<file path="config.mk">
export PLATFORM = sky130hd
export DESIGN_NAME = byte_serializer
export DESIGN_NICKNAME = d
export VERILOG_FILES = /design/src/hdl/spimem_pkg.sv /design/src/hdl/byte_serializer.sv
export SDC_FILE = /design/constraint.sdc
export NUM_CORES = 1
export LEC_CHECK = 0
export BUFFER_PORTS_ARGS = -buffer_cell sky130_fd_sc_hd__buf_2
export CAP_MARGIN = 10
export CORE_MARGIN = 1
export CORE_UTILIZATION = 50
export DETAILED_ROUTE_END_ITERATION = 10
export PLACE_DENSITY = 0.79
export SYNTH_ARGS = -nofsm -noshare
export SYNTH_HDL_FRONTEND = slang
export SYNTH_SLANG_ARGS = --single-unit
export TNS_END_PERCENT = 10
</file>
<file path="constraint.sdc">
create_clock -name clock50 -period 2.7 [get_ports clock50]
set_input_delay 0.135 -clock clock50 [delete_from_list [all_inputs] [get_ports clock50]]
set_output_delay 0.135 -clock clock50 [all_outputs]
set_load 0.02 [all_outputs]
</file>
<file path="src/hdl/spimem_pkg.sv">
// ==========================================================
// shared definitions for the SPI pattern memory
//   spi_opcode_t  command byte encodings
//   byte_t/word_t data types
//   memory sizes and SPI frame layout constants
// ==========================================================

package spimem_pkg;

	typedef logic [7:0] byte_t;
	typedef logic [31:0] word_t;

	// command byte, anything unknown behaves as a read
	typedef enum logic [7:0] {
		op_write = 8'h01,
		op_read  = 8'h02
	} spi_opcode_t;

	// 256 words of 32 bits, seen as 1024 bytes on the narrow port
	localparam int word_addr_bits = 8;
	localparam int byte_addr_bits = 10;
	localparam int lane_bits = byte_addr_bits - word_addr_bits;
	localparam int word_count = 1 << word_addr_bits;

	// frame bit counter saturates, so it must reach past the frame length
	localparam int frame_count_bits = 6;

	// opcode 8 bits, address 16 bits, data 32 bits
	localparam logic [frame_count_bits-1:0] opcode_bits = 6'd8;
	localparam logic [frame_count_bits-1:0] data_phase_start = 6'd24;
	localparam logic [frame_count_bits-1:0] frame_bits = 6'd56;

endpackage

</file>
<file path="src/hdl/byte_serializer.sv">
// ==========================================================
// free-running byte streamer
//   walks all 1024 memory bytes in order
//   one bit per cycle, MSB first, no gaps
//   LED copy of the current byte, marker at byte 0
// ==========================================================

`timescale 1ns/1ns

module byte_serializer (
	input  logic clock50,
	input  logic reset3,
	output logic [spimem_pkg::byte_addr_bits-1:0] byte_addr,
	input  spimem_pkg::byte_t byte_data,
	output logic serial_out,
	output spimem_pkg::byte_t leds,
	output logic stream_start
);

	// index of the bit now on serial_out
	logic [2:0] bit_count;
	spimem_pkg::byte_t shift_reg;
	logic request;
	logic load;

	// address moves on bit 5, data arrives in bit 7, shifter loads for bit 0
	assign request = (bit_count == 3'd5);
	assign load    = (bit_count == 3'd7);

	always_ff @(posedge clock50) begin
		if (reset3) begin
			// start just before the first load so address 0 goes out first
			bit_count <= 3'd6;
			byte_addr <= '0;
		end else begin
			bit_count <= bit_count + 1'b1;
			if (request) begin
				byte_addr <= byte_addr + 1'b1;
			end
		end
	end

	always_ff @(posedge clock50) begin
		if (reset3) begin
			shift_reg    <= '0;
			leds         <= '0;
			stream_start <= 1'b0;
		end else begin
			if (load) begin
				shift_reg <= byte_data;
				leds      <= byte_data;
			end else begin
				shift_reg <= {shift_reg[6:0], 1'b0};
			end
			// byte_addr still names the byte being loaded
			stream_start <= load && (byte_addr == '0);
		end
	end

	assign serial_out = shift_reg[7];

endmodule

</file>
### Word level (Yosys, flattened, before mapping)

Index checks and enable logic that the tools add are counted.

* register bits: 30
* latch bits: 0
* bits in writable memories: 0
* bits in read-only memories: 0
* input port bits: 10
* output and inout bits: 20
* logic and storage cells: 15
* memories: 0

* $add $sub $neg: 2
* multipliers: 0
* divide/modulo/power cells: 0
* magnitude comparators: 0
* equality and inequality tests: 2
* shift operators: 0
* mux-type cells: 1
* bitwise gates (word level): 1
* reduce and logical (&&, ||, !) cells: 3

Operators with widths (count)
* adder 10 x 1 -> 10 bit, second input constant: 1
* logical NOT 10 bit: 1
* two-way mux 8 bit: 1
* == test 3 bit, second input constant: 2
* adder 3 x 1 -> 3 bit, second input constant: 1
* OR reduction 2 bit: 1
* logical AND 1 bit: 1
* NOT 1 bit: 1

### Longest topological paths before layout

* depth in word-level cells: 3
* depth in mapped cells: 6

### Worst setup path after synthesis

No wires, ideal clock.

* path kind: reg2reg
* from: reg bit_count[0]
* to: reg byte_addr[9] (netlist bit)
* setup time: 70 ps
* arrival time: 1315 ps
* required time: 2630 ps
* slack: 1314 ps
* cell stages (with the launch flop): 6
* clock period less this slack: 1386 ps
* cells stage by stage: dfxtp_1 ha_1 and4_4 nand2_2 or3_1 a21oi_1

* word-level cells in the longest chain between the ends: 1

Ends and longest elaborated chain
* from (decl): RTL line byte_serializer.sv:21 `logic [2:0] bit_count;`
* from (signal assigned): RTL line byte_serializer.sv:36 `bit_count <= bit_count + 1'b1;`
* == test 3 bit: RTL line byte_serializer.sv:27 `assign request = (bit_count == 3'd5);`
* to (signal assigned): RTL line byte_serializer.sv:38 `byte_addr <= byte_addr + 1'b1;`
* to (decl): RTL line byte_serializer.sv:13 `output logic [spimem_pkg::byte_addr_bits-1:0] byte_addr,`

Every way passes these cells.
A chain may end at the register's enable or synchronous reset.

### Worst setup path after layout

* from: reg bit_count[0]
* to: reg stream_start

* word-level cells in the longest chain between the ends: 2

Ends and longest elaborated chain
* == test 3 bit: RTL line byte_serializer.sv:28 `assign load = (bit_count == 3'd7);`
* logical AND 1 bit: RTL line byte_serializer.sv:56 `stream_start <= load && (byte_addr == '0);`
* to (signal assigned): RTL line byte_serializer.sv:56
* to (decl): RTL line byte_serializer.sv:17 `output logic stream_start`

Every way passes these cells.

==> flow_metrics.tcl <==
set metrics [dict create \
    crit_family "adder cells" \
    synth_top_area_cell "dfxtp_1" \
    ys_seq_elements 30 \
    yosysWarnings 0 \
    outcome "complete, no violations" \
    drive_gt1_frac 0.271 \
    finalCritPeriodShare 0.605 \
    clock_latency_ns 0.32 \
    path_buf_inv 0 \
    nNetsFinal 169 \
    rows 17 \
    antenna_left 0 \
    synth_top_area_share 0.521 \
    p_leak_nw 0.610 \
    slew_headroom 0.587 \
    syn-num-nets 138 \
    start_util 0.526 \
    cts_made_buffers 5 \
    cts_setup_buffers 0 \
    antenna_found_initial 0 \
    vias 913 \
    grt_remaining_overflow 0 \
    worst_pin_slew_ns 0.620 \
    hold_path.class "input pin to flop" \
    grt_max_degree 31 \
    max_clock_freq_mhz 612 \
    cts_tree "built" \
    drt_wl_total_mm 1.96 \
    core_mm2 0.00219 \
    clockRootBuffer "clkbuf_4" \
    synth.top_cells.by_area "dfxtp_1 52%, nand2b_1 8.7%, a21oi_1 7.4%" \
    yosys_most_used_dff "dfxtp_1" \
    clkSinkCount 30 \
    h-tree-depth 2 \
    p_clk_frac 0.377 \
    swShare 0.233 \
    arrival_ns 1.90 \
    power_frac_seq 0.526 \
    die_y_um 50.0 \
    ctsHoldBuffers 0 \
    wl_per_cell_um 10.7 \
    finClkSkew_ns 0.00772 \
    crit_top_cell "ha_1" \
    regToRegSetupSlack_ns 1.07 \
    rsz0062_at_grt "false" \
    synthCells 123 \
    antenna_cells 0 \
    combinationalPowerShare 0.096 \
    p_per_area_mw_per_mm2 649 \
    synth.cell_area_mm2 0.00115 \
    vdd_drop_max_mv 0.492 \
    hold_start "byte_data[0]" \
    internal_power_mw 0.693 \
    hpwl_mm 1.38 \
    dieArea_mm2 0.00250 \
    syn_avg_cell_area_um2 9.37 \
    grtUsageTotal 0.180 \
    tns_ns 0 \
    cp_max_fo 24 \
    critical_path_required_ns 2.97 \
    worstSetupEndpointType "flop" \
    die_w_um 50.0 \
    path_cells "ha_1 > ha_1 > nor4b_1 > and4_1" \
    hold_depth 3 \
    grt_pass1_wl_mm 3.17 \
    min_to "shift_reg[0]" \
    yosysMostFrequentCell "dfxtp_1" \
    cts_buffer_depth 2 \
    synth_common_cells "30 x dfxtp_1, 17 x a21oi_1, 16 x nand2b_1, 11 x nand2_1, 11 x nor2_1" \
    post_cts_resized 0 \
    synth_edf_count 0 \
    setup_violations 0 \
    fin_hold_ws_ns 0.0581 \
    clkTransAtPathRegs_ns 0.09 \
    ios 30 \
    async_reset_ff_frac 0 \
    ys_seq_area_frac 0.521 \
    gp_congestion 0.777 \
    fin_crit_ns 1.63 \
    worst_r2r_path_depth 4 \
    drtIter0Drc 9 \
    syn_to_final_growth_pct 20.7 \
    crit_type "flop to flop" \
    dr.pass1.iters 4 \
    grt_pass1_vias 793 \
    avgViaCountPerCell 4.99 \
    drc 0 \
    maxCapViolations 0 \
    slowest_delay_ns 0.55 \
    hold_violations 0 \
    reg2reg_to "stream_start" \
    power.net_switching_mw 0.210 \
    largest_reg_flops 10 \
    worst_setup_path_start_kind "flop" \
    yosysUniqueCellTypes 22 \
    worstReg2RegStart "bit_count[0]" \
    cp_slowest_cell "ha_1" \
    drv_slew 0 \
    io_buffers 29 \
    worstSetupStartpoint "bit_count[0]" \
]
## worst reg2reg max path: cells and delay by family, from the launching register on
kind                       cells  cell delay [ns]
DFF                            1             0.38
and+or+nand+nor                2             0.50
adders and majority gates      2             0.72
## how the worst max path moves through the flow
stage	slack, ns	cells after the start	endpoint
final	1.07	4	stream_start
after global routing	0.94	4	stream_start
after CTS	1.08	4	stream_start
after detailed placement	1.11	4	stream_start
after global placement	1.17	4	stream_start
after floorplan	1.31	5	byte_addr[9]
## placed cells by master, fill, tap and decap left out
| cell type | instances |
|---|---|
| buf_2 | 29 |
| xnor2_1 | 1 |
| nand4_1 | 2 |
| nand3_2 | 1 |
| xor2_1 | 7 |
| clkbuf_4 | 5 |
| nor4_1 | 1 |
| a21oi_1 | 17 |
| nand2_1 | 11 |
| ha_1 | 5 |
| dfxtp_1 | 30 |
| inv_1 | 3 |
| and4_1 | 2 |
| and4_4 | 2 |
| nand2_2 | 1 |
| nand2b_1 | 16 |
| or3_1 | 1 |
| nor4b_1 | 1 |
| bufinv_16 | 1 |
| o21ai_0 | 1 |
| or2_2 | 1 |
| nor2_1 | 11 |
| clkinv_2 | 2 |
| nand3_1 | 4 |
## layout make-up
cell class | instances | area (um2)
Fill cell | 190 | 800
Timing Repair Buffer | 29 | 145
Clock buffer | 5 | 37.5
Inverter | 3 | 11.3
Multi-Input combinational cell | 85 | 522
Tap cell | 28 | 35.0
Clock inverter | 3 | 40.0
Sequential cell | 30 | 601
## logic make-up (layout without fill, tap and decap cells)
kind of cell    after synthesis  in the layout  synth area share
simple gates                 54             54             0.260
buf+inv                       8             40            0.0261
fa+ha+maj                     5              5            0.0543
compound gates               18             18            0.0782
xor+xnor                      8              8            0.0608
flops                        30             30             0.521
## metal layers
metal / global-route usage / share of wire / vias up
met5: 0 / 0 / -
met4: 0.100 / 0.020 / 0
met3: 0.0926 / 0.049 / 6
met2: 0.307 / 0.50 / 21
met1: 0.172 / 0.43 / 417
li1: - / - / 469
## through the flow
stage          worst slack [ns]   util  power [mW]  instance area [um2]  std cells
2_1_floorplan              1.31      -       0.547                 1150        123
3_3_place_gp               1.17  0.600       0.569                 1310        175
3_5_place_dp               1.11  0.600       0.574                 1310        175
4_1_cts                    1.08  0.635       0.912                 1390        183
5_1_grt                   0.944  0.635       0.947                 1390        183
6_report                   1.07  0.635       0.903                 1390        183
## power groups by stage
stage / logic, mW / registers [mW] / clock network, mW
floorplan: 0.0484 / 0.499 / 0
global placement: 0.0847 / 0.485 / 0
detailed placement: 0.0876 / 0.486 / 0
CTS: 0.0883 / 0.476 / 0.348
global route: 0.0964 / 0.479 / 0.372
finish: 0.0870 / 0.476 / 0.341
(Power assumes the default switching activity.)
