### src/hdl/spimem_pkg.sv
// ==========================================================
// shared definitions for the SPI pattern memory
//   spi_opcode_t  command byte encodings
//   byte_t/word_t data types
//   memory sizes and SPI frame layout constants
// ==========================================================

package spimem_pkg;

	typedef logic [7:0] byte_t;
	typedef logic [31:0] word_t;

	// command byte, anything unknown behaves as a read
	typedef enum logic [7:0] {
		op_write = 8'h01,
		op_read  = 8'h02
	} spi_opcode_t;

	// 256 words of 32 bits, seen as 1024 bytes on the narrow port
	localparam int word_addr_bits = 8;
	localparam int byte_addr_bits = 10;
	localparam int lane_bits = byte_addr_bits - word_addr_bits;
	localparam int word_count = 1 << word_addr_bits;

	// frame bit counter saturates, so it must reach past the frame length
	localparam int frame_count_bits = 6;

	// opcode 8 bits, address 16 bits, data 32 bits
	localparam logic [frame_count_bits-1:0] opcode_bits = 6'd8;
	localparam logic [frame_count_bits-1:0] data_phase_start = 6'd24;
	localparam logic [frame_count_bits-1:0] frame_bits = 6'd56;

endpackage

### src/hdl/mem_bus_if.sv
// ==========================================================
// word-wide access path from the SPI port to the memory
//   requester and memory modports
// ==========================================================

`timescale 1ns/1ns

interface mem_bus_if;

	logic [spimem_pkg::word_addr_bits-1:0] word_addr;
	spimem_pkg::word_t wdata;
	// one-cycle strobe
	logic write;
	// word at word_addr, one cycle later
	spimem_pkg::word_t rdata;

	modport requester (
		output word_addr,
		output wdata,
		output write,
		input  rdata
	);

	modport memory (
		input  word_addr,
		input  wdata,
		input  write,
		output rdata
	);

endinterface

### src/hdl/spi_command_port.sv
// ==========================================================
// SPI peripheral, mode 0, MSB first
//   oversamples the pins in the clock50 domain
//   decodes opcode, address and data of a 56-bit frame
//   returns the stored word on MISO during the data phase
//   issues a one-cycle memory write after a full write frame
// ==========================================================

`timescale 1ns/1ns

module spi_command_port (
	input  logic clock50,
	input  logic reset3,
	input  logic spi_sclk,
	input  logic spi_mosi,
	input  logic spi_cs,
	output logic spi_miso,
	mem_bus_if.requester bus
);

	// bit 0 is the first stage, bit 1 the stable one
	logic [1:0] sclk_sync;
	logic [1:0] mosi_sync;
	logic [1:0] cs_sync;
	logic sclk_prev;
	logic cs_prev;

	logic cs_active;
	logic sclk_rise;
	logic sclk_fall;
	logic cs_rise;
	logic mosi_bit;

	logic [spimem_pkg::frame_count_bits-1:0] bit_count;
	logic sample_opcode;
	logic sample_address;
	logic addr_strobe;
	logic load_strobe;

	spimem_pkg::spi_opcode_t opcode;
	spimem_pkg::word_t shift_reg;
	spimem_pkg::word_t miso_shift;

	// SPI bits 31:24 belong to lane 0 of the stored word
	function automatic spimem_pkg::word_t swap_bytes(input spimem_pkg::word_t w);
		return {w[7:0], w[15:8], w[23:16], w[31:24]};
	endfunction

	// pin synchronizers and edge history
	always_ff @(posedge clock50) begin
		if (reset3) begin
			sclk_sync <= 2'b00;
			sclk_prev <= 1'b0;
			cs_sync   <= 2'b11;
			cs_prev   <= 1'b1;
		end else begin
			sclk_sync <= {sclk_sync[0], spi_sclk};
			sclk_prev <= sclk_sync[1];
			cs_sync   <= {cs_sync[0], spi_cs};
			cs_prev   <= cs_sync[1];
		end
	end

	always_ff @(posedge clock50) begin
		mosi_sync <= {mosi_sync[0], spi_mosi};
	end

	assign cs_active = ~cs_sync[1];
	assign sclk_rise = cs_active & sclk_sync[1] & ~sclk_prev;
	assign sclk_fall = cs_active & ~sclk_sync[1] & sclk_prev;
	assign cs_rise   = cs_sync[1] & ~cs_prev;
	assign mosi_bit  = mosi_sync[1];

	// last bit of the opcode, last bit of the address
	assign sample_opcode  = sclk_rise && (bit_count == spimem_pkg::opcode_bits - 1'b1);
	assign sample_address = sclk_rise && (bit_count == spimem_pkg::data_phase_start - 1'b1);

	// bits counted in this frame, saturating
	always_ff @(posedge clock50) begin
		if (reset3 || !cs_active) begin
			bit_count <= '0;
		end else if (sclk_rise && bit_count != '1) begin
			bit_count <= bit_count + 1'b1;
		end
	end

	always_ff @(posedge clock50) begin
		if (sclk_rise) begin
			shift_reg <= {shift_reg[30:0], mosi_bit};
		end
	end

	always_ff @(posedge clock50) begin
		if (reset3) begin
			opcode <= spimem_pkg::op_read;
		end else if (sample_opcode) begin
			opcode <= spimem_pkg::spi_opcode_t'({shift_reg[6:0], mosi_bit});
		end
	end

	// only the low address bits reach the memory
	always_ff @(posedge clock50) begin
		if (sample_address) begin
			bus.word_addr <= {shift_reg[spimem_pkg::word_addr_bits-2:0], mosi_bit};
		end
	end

	// rdata is valid two cycles after the address is taken
	always_ff @(posedge clock50) begin
		if (reset3) begin
			addr_strobe <= 1'b0;
			load_strobe <= 1'b0;
		end else begin
			addr_strobe <= sample_address;
			load_strobe <= addr_strobe;
		end
	end

	// MISO shifter, first data bit held across the 24th falling edge
	always_ff @(posedge clock50) begin
		if (reset3 || !cs_active) begin
			miso_shift <= '0;
		end else if (load_strobe) begin
			miso_shift <= swap_bytes(bus.rdata);
		end else if (sclk_fall && bit_count > spimem_pkg::data_phase_start) begin
			miso_shift <= {miso_shift[30:0], 1'b0};
		end
	end

	assign spi_miso = miso_shift[31];

	// write only after a complete frame
	always_ff @(posedge clock50) begin
		if (reset3) begin
			bus.write <= 1'b0;
		end else begin
			bus.write <= cs_rise && (bit_count == spimem_pkg::frame_bits)
				&& (opcode == spimem_pkg::op_write);
		end
	end

	// shift register is frozen while spi_cs is high
	assign bus.wdata = swap_bytes(shift_reg);

endmodule

### src/flat_wrapper.sv
// flat-port wrapper written by rule: the top's interface ports become plain ports
module spi_command_port_flat 
  (clock50, reset3, spi_sclk, spi_mosi, spi_cs, spi_miso, bus_word_addr, bus_wdata, bus_write, bus_rdata);
  mem_bus_if bus_i ();
  input  logic clock50;
  input  logic reset3;
  input  logic spi_sclk;
  input  logic spi_mosi;
  input  logic spi_cs;
  output logic spi_miso;
  output wire logic [$bits(bus_i.word_addr)-1:0] bus_word_addr;
  output wire logic [$bits(bus_i.wdata)-1:0] bus_wdata;
  output wire logic [$bits(bus_i.write)-1:0] bus_write;
  input wire logic [$bits(bus_i.rdata)-1:0] bus_rdata;
  assign bus_word_addr = bus_i.word_addr;
  assign bus_wdata = bus_i.wdata;
  assign bus_write = bus_i.write;
  assign bus_i.rdata = bus_rdata;
  spi_command_port u_core (.clock50(clock50), .reset3(reset3), .spi_sclk(spi_sclk), .spi_mosi(spi_mosi), .spi_cs(spi_cs), .spi_miso(spi_miso), .bus(bus_i));
endmodule
### config.mk
export PLATFORM = sky130hd
export DESIGN_NAME = spi_command_port_flat
export DESIGN_NICKNAME = d
export VERILOG_FILES = /design/src/hdl/spimem_pkg.sv /design/src/hdl/mem_bus_if.sv /design/src/hdl/spi_command_port.sv /design/src/flat_wrapper.sv
export SDC_FILE = /design/constraint.sdc
export NUM_CORES = 1
export LEC_CHECK = 0
export BUFFER_PORTS_ARGS = -buffer_cell sky130_fd_sc_hd__buf_4
export CAP_MARGIN = 10
export CORE_UTILIZATION = 58
export CTS_BUF_LIST = sky130_fd_sc_hd__clkbuf_16
export CTS_CLUSTER_SIZE = 10
export DETAILED_ROUTE_END_ITERATION = 7
export PLACE_DENSITY = 0.94
export SLEW_MARGIN = 20
export SYNTH_ARGS = -nofsm -noshare
export SYNTH_HDL_FRONTEND = slang
export SYNTH_SLANG_ARGS = --single-unit
### constraint.sdc
create_clock -name clock50 -period 4.9 [get_ports clock50]
set_input_delay 0.49 -clock clock50 [delete_from_list [all_inputs] [get_ports clock50]]
set_output_delay 0.49 -clock clock50 [all_outputs]
set_load 0.01 [all_outputs]
After elaboration in Yosys (flattened, before gate mapping)
Cells that the tools add are included.
Word-level totals
  input port bits: 37
  flip-flop bits (word level): 97
  output and inout bits: 42
  logic and storage cells: 39
Operators by class
  reduce and logical (&&, ||, !) cells: 8
  equal/unequal tests: 5
  $add $sub $neg: 1
  bitwise gates (word level): 9
  mux-type cells: 2
  order comparisons: 1
Operators with widths (count)
  32-bit two-way mux: 2
  8-bit by 1-bit == test with 1-bit output, second input constant: 1
  6-bit by 1-bit adder with 6-bit output, second input constant: 1
  6-bit by 3-bit == test with 1-bit output, second input constant: 1
  6-bit by 5-bit == test with 1-bit output, second input constant: 1
  6-bit == test, second input constant: 1
  6-bit by 5-bit greater-than comparator with 1-bit output, second input constant: 1
  1-bit logical AND: 6
  6-bit != test, second input constant: 1
  1-bit bitwise AND: 5
  1-bit NOT: 4
  2-bit nonzero test: 1
  1-bit logical OR: 1

Depth between registers and ports, before layout
  depth after elaboration: 6
  mapped depth: 7
  gate-level depth less buffers: 6

Least setup slack after synthesis
Ideal clock, no wire load.
  path type: register to register
  start point: register u_core.cs_sync[1]
  end point: register u_core.shift_reg[0] (enable)
  library setup time: 387 ps
  period minus slack after synthesis: 1773 ps
  cell stages (with the launch flop): 3
  data required time: 4513 ps
  data arrival time: 1386 ps
  path slack: 3127 ps
  buffers on the path: 0
  cells stage by stage: dfxtp_1 > or3b_1 > inv_1
Between the ends
  cells in the longest elaborated chain, start to end: 3
Ends and longest elaborated chain
  start: declaration: line spi_command_port.sv:24  | logic [1:0] cs_sync;
  start signal: assignment: line spi_command_port.sv:59  | cs_sync <= {cs_sync[0], spi_cs};
  1-bit NOT: line spi_command_port.sv:68  | assign cs_active = ~cs_sync[1];
  1-bit bitwise AND (2 in series): line spi_command_port.sv:69  | assign sclk_rise = cs_active & sclk_sync[1] & ~sclk_prev;
  via u_core.sclk_rise: line spi_command_port.sv:29  | logic sclk_rise;
  end signal: assignment: line spi_command_port.sv:89  | shift_reg <= {shift_reg[30:0], mosi_bit};
  end: declaration: line spi_command_port.sv:41  | spimem_pkg::word_t shift_reg;
The timed path passes the listed nets, and every way through them passes these cells.
A chain may end at the register's enable or synchronous reset.

Worst setup path in the final report
  start point: register u_core.bit_count[0] in the netlist's numbering
  end point: register u_core.opcode[0]
Between the ends
  cells in the longest elaborated chain, start to end: 2
Ends and longest elaborated chain
  start: declaration: line spi_command_port.sv:34  | logic [spimem_pkg::frame_count_bits-1:0] bit_count;
  start signal: assignment: line spi_command_port.sv:83  | bit_count <= bit_count + 1'b1;
  6-bit by 3-bit == test with 1-bit output: line spi_command_port.sv:75  | assign sample_opcode = sclk_rise && (bit_count == spimem_pkg::opcode_bits - 1'b1);
  1-bit logical AND: line spi_command_port.sv:75
  end signal: assignment: line spi_command_port.sv:95  | opcode <= spimem_pkg::op_read;
  end signal: assignment: line spi_command_port.sv:97  | opcode <= spimem_pkg::spi_opcode_t'({shift_reg[6:0], mosi_bit});
  end: declaration: line spi_command_port.sv:40  | spimem_pkg::spi_opcode_t opcode;
Every way passes these cells.

==> results.py <==
metrics = {
    "final_layout": {
        "drive_above_1_share_pct": 35.3,
        "antenna_cells": 0,
        "most-common-layout-cells": "79 x buf_4, 56 x dfxtp_1, 40 x edfxtp_1, 34 x inv_1, 33 x a31oi_1",
        "design_area_mm2": 0.00475,
        "final_common_cell": "buf_4",
        "nets": 422,
        "syn_to_final_growth_pct": 21.9,
        "final_cell_count_no_fill": 465,
        "fillerInstances": 428,
    },
    "floorplanning": {
        "core_mm2": 0.00642,
        "dieArea_mm2": 0.00705,
        "pin_count": 79,
        "die_h_um": 84.0,
        "rows": 29,
        "start_util_pct": 60.7,
        "die_w_um": 84.0,
    },
    "clock_network": {
        "cts_tree": "yes",
        "hold_buffers": 0,
        "cts_htree_levels": 3,
        "post_cts_resized": 0,
        "cts_sinks": 97,
        "insertion_delay_ns": 0.34,
        "clk_pin_slew_ns": 0.07,
        "clock_path_buffers": 2,
        "cts_root_buf": "clkbuf_16",
        "cts_buffers": 9,
        "post_cts_buffers": 0,
    },
    "yosys": {
        "synth_xor_area_share_pct": 0.225,
        "synth-seq-area-share_pct": 60.1,
        "avgSynthCellArea_um2": 12.2,
        "synth_compound_area_share_pct": 23.5,
        "yosys.cell_types.count": 37,
        "ys_ff_latch": 97,
        "synth_top_family_by_area": "compound AO/OA/AOI/OAI gates",
        "synth_mux_area_share_pct": 2.05,
        "syn_nets": 359,
        "synth_fa_ha_area_share_pct": 0.642,
        "synthCells": 320,
        "yosysWarnings": 0,
        "netlist_area_mm2": 0.00390,
        "synth-simple-area-share_pct": 6.61,
    },
    "grt": {
        "track_usage_pct": 22.9,
        "overflow": 0,
        "grt_pass1_wl_mm": 12.6,
        "grtUsageMet1_pct": 29.4,
        "top_usage_layer": "met2",
        "met3_usage_pct": 5.93,
        "grt_pass1_vias": 2636,
        "grt_max_degree": 65,
        "antenna_found_initial": 0,
        "use_met2_pct": 36.7,
    },
    "drt": {
        "drc": 12,
        "routed_wl_mm": 7.81,
        "drtPass1Iterations": 6,
        "via_per_inst": 5.93,
        "drtIter0Drc": 180,
        "antenna_left": 0,
        "wl_per_cell_um": 16.8,
        "routed-via-count": 2756,
    },
    "placed_design": {
        "gp_congestion": 0.784,
        "dpl.hpwl_mm": 4.95,
        "placed_cell_area_mm2": 0.00445,
        "placed_cells": 449,
        "numPortBuffers": 78,
    },
    "power": {
        "swShare_pct": 20.9,
        "p_leak_nw": 1.77,
        "intPower_mw": 1.24,
        "pwr-share-clk_pct": 43.7,
        "p_seq_share_pct": 53.6,
        "total_power_mw": 1.57,
        "ir_drop_uv": 200,
        "power_density_mw_per_mm2": 331,
        "switchingPower_uw": 328,
        "combPwrFrac_pct": 2.7,
    },
    "timing": {
        "slew_headroom_pct": 28.8,
        "hold_slack_ns": 0.244,
        "setup_tns_ns": 0,
        "hold_viol": 0,
        "post-route-min-period_ns": 1.98,
        "slew_violations": 0,
        "tightest_slew_ns": 1.07,
        "fin_crit_sh_pct": 40.3,
        "fmax_ghz": 0.506,
        "rsz0062_at_grt": "false",
        "final-setup-viol-count": 0,
        "skew_ns": 0.00864,
    },
    "critical_path": {
        "r2r_slack_ns": 2.92,
        "path_max_fanout": 9,
        "crit_path_end": "u_core.opcode[0]$_SDFFE_PP0P_",
        "timing.rr.start": "u_core.bit_count[0]$_SDFFE_PP0P_",
        "cp.arrival_ns": 2.21,
        "required_ns": 5.13,
        "r2r_cells": 5,
        "worstSetupEndpointType": "register",
        "crit_path_start_kind": "register",
        "crit_path_start": "u_core.bit_count[0]$_SDFFE_PP0P_",
        "r2r_end": "u_core.opcode[0]$_SDFFE_PP0P_",
        "worstSetupPathType": "reg2reg",
    },
    "run_status": {
        "status": "finished with violations",
        "violations": "DRC",
    },
    "worst_hold_path": {
        "hold_depth": 1,
        "min_path_type": "in2reg",
    },
    "flow_run": {
        "cap_violations": 0,
    },
}
-- per-stage QoR --
stage	setup slack [ns]	util, %
5_1_grt	2.79	74.0
4_1_cts	2.84	74.0
6_report	2.92	74.0
3_3_place_gp	2.95	69.3
2_1_floorplan	3.13	-
3_5_place_dp	2.84	69.3
-- synthesized netlist by cell type (all sizes together) --
cell type,n,area share [%]
ha,2,0.64
or3b,1,0.22
nor2b,6,0.96
nand2b,1,0.35
nand4,1,0.16
and4bb,2,0.64
nand2,4,0.38
xnor2,1,0.22
o21ai,33,4.2
a211o,1,0.22
edfxtp,40,31
nor4b,1,0.22
a31oi,35,6.2
and3,2,0.32
a31o,1,0.45
a221oi,31,12
a211oi,1,0.19
o21bai,1,0.19
nor3,2,0.26
or4,1,0.19
nand3b,1,0.19
nand4b,1,0.22
mux2i,8,2.1
inv,35,3.4
buf,14,2.3
clkbuf,13,1.3
nand3,1,0.13
nor2,16,1.5
a21oi,2,0.26
dfxtp,57,29
and2,2,0.32
or2,3,0.48
-- layout make-up --
class                           instances  area, µm²  area share, %
Sequential cell                        97       2340           49.3
Clock buffer                           10        250           5.27
Tap cell                               77       96.3           2.03
Multi-Input combinational cell        161       1290           27.1
Clock inverter                          6       48.8           1.03
Timing Repair Buffer                   79        593           12.5
Inverter                               35        131           2.76
-- power groups by stage --
stage / clock, mW / sequential [mW] / combinational (mW)
after floorplan: 0 / 0.859 / 0.0152
after global placement: 0 / 0.859 / 0.0418
after detailed placement: 0 / 0.860 / 0.0424
after CTS: 0.695 / 0.841 / 0.0428
after global routing: 0.729 / 0.841 / 0.0462
final: 0.687 / 0.841 / 0.0424
-- cell families after synthesis --
| group | count (synthesis) |
|---|---|
| AND/OR/NAND/NOR | 45 |
| multiplexers | 8 |
| adder cells (fa/ha/maj) | 2 |
| buffers and inverters | 62 |
| AO/OA/AOI/OAI | 105 |
| XOR/XNOR | 1 |
| flip-flops | 97 |
-- metal layers --
metal,vias to the layer above,part of all wire [%]
met5,-,0
met4,0,3.2
met3,23,3.8
met2,87,50
met1,1334,43
li1,1312,-
-- worst min-delay path by stage --
stage / end / start / slack, ns
after floorplan: u_core.mosi_sync[1]$_DFF_P_ / u_core.mosi_sync[0]$_DFF_P_ / 0.31
after global placement: u_core.mosi_sync[1]$_DFF_P_ / u_core.mosi_sync[0]$_DFF_P_ / 0.31
after detailed placement: u_core.mosi_sync[1]$_DFF_P_ / u_core.mosi_sync[0]$_DFF_P_ / 0.32
after CTS: u_core.mosi_sync[0]$_DFF_P_ / spi_mosi / 0.24
after global routing: u_core.mosi_sync[0]$_DFF_P_ / spi_mosi / 0.23
final: u_core.mosi_sync[0]$_DFF_P_ / spi_mosi / 0.24
-- critical path, stage by stage (launching register included) --
cell	delay (ns)
dfxtp_1	0.39
ha_1	0.26
and4bb_2	0.30
nand4b_1	0.48
mux2i_1	0.37
nor2_1	0.07
Note: power is estimated with default switching activity, not from simulation.
